### src/hw/sccb_pkg.sv
package sccb_pkg;

	// SCCB bus constants
	localparam logic [7:0] SCCB_DEV_ID = 8'h42;
	localparam int STEP_DIV = 21;
	localparam int WRITE_STEPS = 87;
	// device id, register address and value, nine bits each
	localparam int FRAME_BITS = 27;
	localparam int STEP_W = $clog2(WRITE_STEPS);
	localparam int DIV_W = $clog2(STEP_DIV);

	// 200 ms at 10 MHz
	localparam int SETTLE_CYCLES_DEFAULT = 2000000;
	localparam logic [7:0] SOFT_RESET_REG = 8'h12;
	localparam int SOFT_RESET_BIT = 7;

	// register map
	localparam logic [3:0] ADDR_CMD = 4'h0;
	localparam logic [3:0] ADDR_STATUS = 4'h4;

	typedef struct packed {
		logic [7:0] reg_addr;
		logic [7:0] reg_data;
	} sccb_cmd_t;

	typedef struct packed {
		logic psel;
		logic penable;
		logic pwrite;
		logic [3:0] paddr;
		logic [31:0] pwdata;
	} apb_req_t;

	typedef struct packed {
		logic [31:0] prdata;
		logic pready;
		logic pslverr;
	} apb_rsp_t;

	typedef struct packed {
		logic busy;
		logic settling;
		logic [7:0] done_count;
	} sccb_status_t;

endpackage

### src/hw/sccb_apb_decode.sv
`timescale 1ns/1ps

module sccb_apb_decode (
	input  logic                m10ck,
	input  logic                rstsw_i,
	input  sccb_pkg::apb_req_t  apb_i,
	input  logic                cmd_ready_i,
	input  logic                done_i,
	input  logic                busy_i,
	input  logic                hold_i,
	output sccb_pkg::apb_rsp_t  apb_o,
	output sccb_pkg::sccb_cmd_t cmd_o,
	output logic                cmd_valid_o
);

	logic access;
	logic is_cmd_wr;
	logic is_status_rd;
	logic cmd_accept;
	logic hold_full;
	sccb_pkg::sccb_cmd_t hold_cmd;
	logic [7:0] done_count;
	sccb_pkg::sccb_status_t status;

	assign access = apb_i.psel && apb_i.penable;
	assign is_cmd_wr = apb_i.pwrite && (apb_i.paddr == sccb_pkg::ADDR_CMD);
	assign is_status_rd = !apb_i.pwrite && (apb_i.paddr == sccb_pkg::ADDR_STATUS);

	// a command write only completes once the holding register is free
	assign cmd_accept = access && is_cmd_wr && !hold_full;

	always_comb begin
		status.busy = busy_i;
		status.settling = hold_i;
		status.done_count = done_count;
	end

	always_comb begin
		apb_o.prdata = '0;
		apb_o.pready = 1'b0;
		apb_o.pslverr = 1'b0;
		if (access) begin
			if (is_cmd_wr) begin
				apb_o.pready = !hold_full;
			end else if (is_status_rd) begin
				apb_o.pready = 1'b1;
				apb_o.prdata = 32'(status);
			end else begin
				// unmapped address or wrong direction
				apb_o.pready = 1'b1;
				apb_o.pslverr = 1'b1;
			end
		end
	end

	// one-entry holding register
	always_ff @(posedge m10ck) begin
		if (!rstsw_i) begin
			hold_full <= 1'b0;
		end else begin
			if (cmd_accept) begin
				hold_full <= 1'b1;
			end else if (hold_full && cmd_ready_i) begin
				hold_full <= 1'b0;
			end
		end
	end

	always_ff @(posedge m10ck) begin
		if (cmd_accept) begin
			hold_cmd <= sccb_pkg::sccb_cmd_t'(apb_i.pwdata[15:0]);
		end
	end

	assign cmd_o = hold_cmd;
	assign cmd_valid_o = hold_full;

	// completed writes, wraps at 256
	always_ff @(posedge m10ck) begin
		if (!rstsw_i) begin
			done_count <= '0;
		end else if (done_i) begin
			done_count <= done_count + 8'd1;
		end
	end

endmodule

### src/hw/sccb_write_sequencer.sv
`timescale 1ns/1ps

module sccb_write_sequencer (
	input  logic                m10ck,
	input  logic                rstsw_i,
	input  sccb_pkg::sccb_cmd_t cmd_i,
	input  logic                cmd_valid_i,
	input  logic                hold_i,
	output logic                cmd_ready_o,
	output logic                busy_o,
	output logic                done_o,
	output sccb_pkg::sccb_cmd_t done_cmd_o,
	output logic                scl_o,
	output logic                sda_o
);

	logic busy;
	logic done;
	logic start;
	logic scl;
	logic sda;
	logic [sccb_pkg::STEP_W-1:0] step;
	logic [sccb_pkg::STEP_W-1:0] step_nxt;
	logic [sccb_pkg::DIV_W-1:0] div;
	logic [sccb_pkg::FRAME_BITS-1:0] frame;
	sccb_pkg::sccb_cmd_t cur_cmd;

	// {scl, sda} for a given step of the write
	function automatic logic [1:0] bus_level(
		input logic [sccb_pkg::STEP_W-1:0] s,
		input logic [sccb_pkg::FRAME_BITS-1:0] fr
	);
		int st;
		int idx;
		int ph;
		logic [1:0] lvl;
		st = int'(s);
		idx = (st - 2) / 3;
		ph = (st - 2) % 3;
		if (st == 0) begin
			lvl = 2'b11;
		end else if (st == 1) begin
			// start: sda falls under a high scl
			lvl = 2'b10;
		end else if (st < sccb_pkg::WRITE_STEPS - 4) begin
			// data setup with scl low, then one scl high step, then scl low
			lvl = {ph == 1, fr[sccb_pkg::FRAME_BITS - 1 - idx]};
		end else if (st == sccb_pkg::WRITE_STEPS - 4) begin
			lvl = {1'b0, fr[0]};
		end else if (st == sccb_pkg::WRITE_STEPS - 3) begin
			lvl = 2'b00;
		end else if (st == sccb_pkg::WRITE_STEPS - 2) begin
			lvl = 2'b10;
		end else begin
			// stop: sda rises under a high scl
			lvl = 2'b11;
		end
		return lvl;
	endfunction

	// ninth bit of every frame left high
	assign frame = {sccb_pkg::SCCB_DEV_ID, 1'b1, cur_cmd.reg_addr, 1'b1,
		cur_cmd.reg_data, 1'b1};

	// no new command in the done cycle, so the settle hold is seen in time
	assign cmd_ready_o = !busy && !done && !hold_i;
	assign start = cmd_valid_i && cmd_ready_o;
	assign step_nxt = step + 1'b1;

	always_ff @(posedge m10ck) begin
		if (!rstsw_i) begin
			busy <= 1'b0;
			done <= 1'b0;
			step <= '0;
			div <= '0;
			scl <= 1'b1;
			sda <= 1'b1;
		end else begin
			done <= 1'b0;
			if (start) begin
				busy <= 1'b1;
				step <= '0;
				div <= '0;
				scl <= 1'b1;
				sda <= 1'b1;
			end else if (busy) begin
				if (int'(div) == sccb_pkg::STEP_DIV - 1) begin
					div <= '0;
					if (int'(step) == sccb_pkg::WRITE_STEPS - 1) begin
						busy <= 1'b0;
						done <= 1'b1;
					end else begin
						step <= step_nxt;
						{scl, sda} <= bus_level(step_nxt, frame);
					end
				end else begin
					div <= div + 1'b1;
				end
			end
		end
	end

	// command payload
	always_ff @(posedge m10ck) begin
		if (start) begin
			cur_cmd <= cmd_i;
		end
	end

	assign busy_o = busy;
	assign done_o = done;
	assign done_cmd_o = cur_cmd;
	assign scl_o = scl;
	assign sda_o = sda;

endmodule

### src/hw/sccb_settle_timer.sv
`timescale 1ns/1ps

module sccb_settle_timer #(
	parameter int SETTLE_CYCLES = sccb_pkg::SETTLE_CYCLES_DEFAULT
) (
	input  logic                m10ck,
	input  logic                rstsw_i,
	input  logic                done_i,
	input  sccb_pkg::sccb_cmd_t done_cmd_i,
	output logic                hold_o
);

	typedef logic [$clog2(SETTLE_CYCLES + 1)-1:0] settle_cnt_t;

	logic soft_reset;
	settle_cnt_t cnt;

	// register 0x12 with the reset bit set
	assign soft_reset = (done_cmd_i.reg_addr == sccb_pkg::SOFT_RESET_REG) &&
		done_cmd_i.reg_data[sccb_pkg::SOFT_RESET_BIT];

	always_ff @(posedge m10ck) begin
		if (!rstsw_i) begin
			cnt <= '0;
		end else begin
			if (done_i && soft_reset) begin
				cnt <= settle_cnt_t'(SETTLE_CYCLES);
			end else if (cnt != '0) begin
				cnt <= cnt - settle_cnt_t'(1);
			end
		end
	end

	// high for SETTLE_CYCLES cycles after the done pulse
	assign hold_o = (cnt != '0);

endmodule

### src/hw/sccb_master_top.sv
`timescale 1ns/1ps

module sccb_master_top #(
	parameter int SETTLE_CYCLES = sccb_pkg::SETTLE_CYCLES_DEFAULT
) (
	input  logic               m10ck,
	input  logic               rstsw_i,
	input  sccb_pkg::apb_req_t apb_i,
	output sccb_pkg::apb_rsp_t apb_o,
	output logic               scl_o,
	output logic               sda_o
);

	sccb_pkg::sccb_cmd_t cmd;
	logic cmd_valid;
	logic cmd_ready;
	logic busy;
	logic done;
	sccb_pkg::sccb_cmd_t done_cmd;
	logic hold;

	// APB port and holding register
	sccb_apb_decode i_sccb_apb_decode (
		.m10ck       (m10ck),
		.rstsw_i     (rstsw_i),
		.apb_i       (apb_i),
		.cmd_ready_i (cmd_ready),
		.done_i      (done),
		.busy_i      (busy),
		.hold_i      (hold),
		.apb_o       (apb_o),
		.cmd_o       (cmd),
		.cmd_valid_o (cmd_valid)
	);

	// bit sequencer
	sccb_write_sequencer i_sccb_write_sequencer (
		.m10ck       (m10ck),
		.rstsw_i     (rstsw_i),
		.cmd_i       (cmd),
		.cmd_valid_i (cmd_valid),
		.hold_i      (hold),
		.cmd_ready_o (cmd_ready),
		.busy_o      (busy),
		.done_o      (done),
		.done_cmd_o  (done_cmd),
		.scl_o       (scl_o),
		.sda_o       (sda_o)
	);

	// pause after a sensor soft reset
	sccb_settle_timer #(
		.SETTLE_CYCLES (SETTLE_CYCLES)
	) i_sccb_settle_timer (
		.m10ck      (m10ck),
		.rstsw_i    (rstsw_i),
		.done_i     (done),
		.done_cmd_i (done_cmd),
		.hold_o     (hold)
	);

endmodule

### config.mk
export PLATFORM = sky130hd
export DESIGN_NAME = sccb_master_top
export DESIGN_NICKNAME = d
export VERILOG_FILES = /design/src/hw/sccb_pkg.sv /design/src/hw/sccb_apb_decode.sv /design/src/hw/sccb_write_sequencer.sv /design/src/hw/sccb_settle_timer.sv /design/src/hw/sccb_master_top.sv
export SDC_FILE = /design/constraint.sdc
export NUM_CORES = 1
export LEC_CHECK = 0
export ABC_AREA = 1
export BUFFER_PORTS_ARGS = -buffer_cell sky130_fd_sc_hd__buf_2
export CORE_MARGIN = 2
export CORE_UTILIZATION = 25
export DETAILED_ROUTE_END_ITERATION = 8
export PLACE_DENSITY_LB_ADDON = 0.2
export SYNTH_ARGS = -nofsm -noshare
export SYNTH_HDL_FRONTEND = slang
export SYNTH_SLANG_ARGS = --single-unit
### constraint.sdc
create_clock -name m10ck -period 8.17 [get_ports m10ck]
set_clock_uncertainty 0.15 [all_clocks]
set_input_delay 1.634 -clock m10ck [delete_from_list [all_inputs] [get_ports m10ck]]
set_output_delay 1.634 -clock m10ck [all_outputs]
set_load 0.03 [all_outputs]
==> impl.org <==
** Drt
- Detailed router's first-iteration violation count :: 186
- Total detailed-routing wirelength :: 11.8 mm
- In the final routed layout, each cell accounts on average for about 11 µm.
- Across all layers, the routed design uses approximately 4500 vias.
- The first detailed-routing pass took 4 iterations.
- Residual DRC count :: 0
- Post-detailed-route count of antenna-violating nets :: 0
- Via/cell ratio :: about 4.2

** Worst hold path
- The worst hold path begins at i_sccb_apb_decode.cmd_o[5].
- The worst hold path passes through 0 cells.
- For hold timing, the worst endpoint is i_sccb_write_sequencer.done_cmd_o[5].
- Classification of the worst-slack hold path :: reg2reg

** Outcome
- Outcome :: finished, final reports clean

** Critical path
- The worst register-to-register path has a depth of 46.
- The critical path in this run is classified as reg2reg.
- The largest single stage delay on the critical path is 0.52 ns.
- The cell that appears most often on the critical path is sky130_fd_sc_hd__nand2_1.
- Setup slack on the worst reg-to-reg path comes out at between 0.9 and 1 ns.
- STA classifies the critical path startpoint as a register.
- Endpoint of the lowest-slack register-to-register path :: i_sccb_write_sequencer.sda_o
- The largest individual stage delay along the critical path comes from the cell sky130_fd_sc_hd__dfxtp_1.
- In this run the worst path has a maximum fanout of 15.
- The worst register-to-register path begins at i_sccb_write_sequencer.step[1].
- Critical Path AT :: about 7.4 ns
- Required time worst endpoint :: 8.25 ns
- Capturing element type of the critical path :: register

** Clocking
- Root Buffer :: sky130_fd_sc_hd__clkbuf_16
- H-tree depth reported by CTS :: 3
- TritonCTS clock tree :: yes
- Total CTS buffers :: 9
- The later pin in the worst-skew pair is clocked with a latency of roughly 0.34 ns.
- Clock slew seen by the registers of the worst setup and hold paths :: 0.06 ns
- Clock Tree Buf Depth :: 2
- Clk sinks :: 78
- Post-CTS Hold Fix Bufs :: 0

** Synthesis
- The synthesized netlist devotes 8.82% of its cell area to compound gates.
- The synthesized netlist devotes 4.74% of its cell area to adder and majority cells.
- During synthesis, Yosys emitted a total of 0 warnings.
- Sequential-to-total area share from yosys stat :: a little over a third
- By area, the combinational part of the netlist is dominated by simple AND/OR/NAND/NOR gates.
- Number of library cell types mapped by synthesis :: 49
- Synthesized area :: roughly 5300 µm²
- Post-synthesis simple-gate area fraction :: between 30% and 40%
- Synthesis produced 750 cells.
- In this run the mean area of a mapped cell was roughly 7.0 µm².
- Synth async-reset ratio :: 0%
- Among all flip-flop cells after synthesis, the most frequent one is sky130_fd_sc_hd__dfxtp_1.
- Flops & latches, synth :: 78
- Of the total synthesized cell area, the portion taken by XOR and XNOR cells is under 10%.
- Number of enable flip-flop cells after synthesis :: 32
- Of the post-synthesis cell area, the part taken by muxes is 0%.

** STA
- RSZ-0062 raised after global routing :: no
- Accumulated negative setup slack :: 0 ns
- The worst path uses just under 90% of the clock period.
- Transition time at the pin with the least slew margin :: roughly 0.53 ns
- The worst pin sits at a relative slew slack of approximately 65%.
- Peak Freq :: around 140 MHz
- Final worst path period need :: about 7.3 ns
- Setup violations remaining at the end of the flow were counted as 0.
- Number of slew-limit violations in the final report :: 0
- Number of hold violations in the final report :: 0

** Placement
- HPWL after detailed placement :: just over 9 mm
- Count of buffers from port buffering :: 38
- Placed cells :: 1057
- Routability-driven placement congestion ratio :: slightly below 0.8

** Floorplanning
- For this design the top-level I/O count stands at between 70 and 80.
- Initial Util :: 25.3%
- Chip width :: roughly 150 µm
- Number of placement rows :: 53
- The die is ~150 µm tall.
- Die ar. :: about 22000 µm²
- Core area :: 20900 µm²

** Cells and area
- The layout has around 2300 filler cells.
- Sequential cell area :: roughly 1900 µm²
- Summing all multi-input logic gate instances after layout gives roughly 2800 µm².
- Relative to the synthesized area, the layout overhead comes to 14.8%.
- Final core utilization :: 29.0%
- The number of antenna diodes in the final layout is 0.
- Layout net count :: 854
- The post-route netlist has between 10 and 15% of its cells at a drive strength greater than 1.
- The count of cells in the finished layout, fillers not included, comes to between 1000 and 1500.

** Global routing
- Entering global routing, the biggest net connects 17 pins.
- Global route total overflow :: 0
- Global-route wire length before repair :: 20.3 mm
- In the global route stage, overall resource usage came out at between 10 and 15%.
- The number of global-route vias before repair was ~4200.
- The number of antenna violations at the first check in global routing came to 0.

** Power and ir drop
- Maximum ir drop on the vdd rail :: about 0.14 mV
- Power per cell area :: 208 nW/µm²
- Summed over all cells, the static leakage comes to around 0.0028 µW.

** Flow run
- Max-cap violations in this run came to 0.
-- synthesized netlist by cell type (3+ instances only) --
cell type / number / area share (%)
sky130_fd_sc_hd__nor2_2: 7 / 0.83
sky130_fd_sc_hd__a31oi_1: 5 / 0.59
sky130_fd_sc_hd__nand3_2: 5 / 0.95
sky130_fd_sc_hd__inv_1: 105 / 7.5
sky130_fd_sc_hd__nand2_2: 10 / 1.2
sky130_fd_sc_hd__xor2_1: 6 / 1.0
sky130_fd_sc_hd__ha_1: 20 / 4.7
sky130_fd_sc_hd__nor4_1: 6 / 0.71
sky130_fd_sc_hd__nor2_4: 4 / 0.85
sky130_fd_sc_hd__buf_4: 24 / 3.4
sky130_fd_sc_hd__clkbuf_1: 6 / 0.43
sky130_fd_sc_hd__nand3_1: 69 / 6.5
sky130_fd_sc_hd__nor3_1: 18 / 1.7
sky130_fd_sc_hd__dfxtp_1: 46 / 17
sky130_fd_sc_hd__o21ai_1: 3 / 0.28
sky130_fd_sc_hd__nand2_1: 159 / 11
sky130_fd_sc_hd__nor2_1: 102 / 7.3
sky130_fd_sc_hd__a21oi_1: 33 / 3.1
sky130_fd_sc_hd__edfxtp_1: 32 / 18
sky130_fd_sc_hd__xnor2_1: 6 / 1.0
sky130_fd_sc_hd__o21ai_0: 25 / 2.4
sky130_fd_sc_hd__inv_2: 10 / 0.71
sky130_fd_sc_hd__nand4_1: 14 / 1.7
-- placed cells by master (no fill, tap or decap), types with 2 or more instances in the layout --
cell type / count
sky130_fd_sc_hd__a211oi_1: 2
sky130_fd_sc_hd__a21oi_1: 33
sky130_fd_sc_hd__a31oi_1: 5
sky130_fd_sc_hd__buf_2: 38
sky130_fd_sc_hd__buf_4: 6
sky130_fd_sc_hd__bufinv_16: 3
sky130_fd_sc_hd__clkbuf_16: 9
sky130_fd_sc_hd__clkinv_1: 2
sky130_fd_sc_hd__conb_1: 22
sky130_fd_sc_hd__dfxtp_1: 45
sky130_fd_sc_hd__edfxtp_1: 32
sky130_fd_sc_hd__ha_1: 20
sky130_fd_sc_hd__inv_1: 105
sky130_fd_sc_hd__inv_2: 10
sky130_fd_sc_hd__nand2_1: 159
sky130_fd_sc_hd__nand2_2: 10
sky130_fd_sc_hd__nand2_4: 2
sky130_fd_sc_hd__nand3_1: 69
sky130_fd_sc_hd__nand3_2: 5
sky130_fd_sc_hd__nand3b_1: 2
sky130_fd_sc_hd__nand4_1: 14
sky130_fd_sc_hd__nor2_1: 102
sky130_fd_sc_hd__nor2_2: 7
sky130_fd_sc_hd__nor2_4: 4
sky130_fd_sc_hd__nor2_8: 2
sky130_fd_sc_hd__nor3_1: 18
sky130_fd_sc_hd__nor4_1: 5
sky130_fd_sc_hd__o21a_1: 2
sky130_fd_sc_hd__o21ai_0: 25
sky130_fd_sc_hd__o21ai_1: 3
sky130_fd_sc_hd__o21bai_1: 2
sky130_fd_sc_hd__or2_2: 2
sky130_fd_sc_hd__xnor2_1: 6
sky130_fd_sc_hd__xor2_1: 6
-- critical path: cells and delay by family (launching register included) --
kind	cells	cell delay [ns]
AOI/OAI and AO/OA	2	0.38
adders and majority gates	7	1.69
and+or+nand+nor	28	3.43
buffers and inverters	9	1.03
DFF	1	0.52
-- metal layers --
metal	vias up	track usage [%]	part of all wire, %
li1	2458	-	-
met1	2010	15.8	51
met2	59	17.4	44
met3	13	1.90	3.2
met4	0	3.43	1.3
met5	-	0	0
-- worst max-delay path by stage --
| stage | slack, ns | endpoint | startpoint | cells after the start |
|---|---|---|---|---|
| 6_report | 0.90 | i_sccb_write_sequencer.sda_o | i_sccb_write_sequencer.step[1] | 46 |
| 5_1_grt | 0.03 | i_sccb_write_sequencer.sda_o | i_sccb_write_sequencer.step[1] | 46 |
| 4_1_cts | 0.70 | i_sccb_write_sequencer.sda_o | i_sccb_write_sequencer.step[0] | 46 |
| 3_5_place_dp | 0.73 | i_sccb_write_sequencer.sda_o | i_sccb_write_sequencer.step[0] | 46 |
| 3_3_place_gp | 0.71 | i_sccb_write_sequencer.sda_o | i_sccb_write_sequencer.step[0] | 46 |
| 2_1_floorplan | 1.69 | i_sccb_write_sequencer.sda_o | i_sccb_write_sequencer.step[0] | 50 |
-- metrics by stage --
step                setup slack [ns]  total power, µW  hold slack (ns)  area, µm²
floorplan                       1.69              743            0.250       5360
global placement               0.707              804            0.256       5710
detailed placement             0.726              801            0.255       5710
CTS                            0.696             1270            0.270       6060
global route                  0.0260             1350            0.281       6060
finish                         0.902             1260            0.269       6060
-- area by class of cell --
cell class,instances,area share [%]
multi-input combinational,542,46.3
sequential,78,31.1
tap,275,5.68
timing repair buffer,44,3.88
inverter,118,7.33
clock inverter,6,1.94
clock buffer,10,3.78
-- cells by family after synthesis --
logic type | Yosys count
buffers and inverters | 151
xor gates and xnor gates | 12
other | 1
AOI/OAI and AO/OA | 80
and+or+nand+nor | 408
adders and majority gates | 20
DFF | 78
-- state kept, by name, summed over array words and instances (netlist names) --
name                               count
i_sccb_apb_decode.cmd_o               16
i_sccb_apb_decode.cmd_valid_o          1
i_sccb_apb_decode.done_count           8
i_sccb_settle_timer.cnt               21
i_sccb_write_sequencer.busy_o          1
i_sccb_write_sequencer.div             5
i_sccb_write_sequencer.done_cmd_o     16
i_sccb_write_sequencer.done_o          1
i_sccb_write_sequencer.scl_o           1
i_sccb_write_sequencer.sda_o           1
i_sccb_write_sequencer.step            7
-- power breakdown --
part | leakage, µW | internal [µW] | switching, µW
Combinational | 0.00194 | 115 | 192
Clock | 0.000165 | 302 | 164
Sequential | 0.000662 | 448 | 37.7
Total | 0.00277 | 864 | 394
-- repair_timing --
action / CTS / global route
endpoints found under the setup margin: 0 / 1
setup buffers: 0 / 0
resized for setup: 0 / 1
Note: power is estimated with default switching activity, not from simulation.
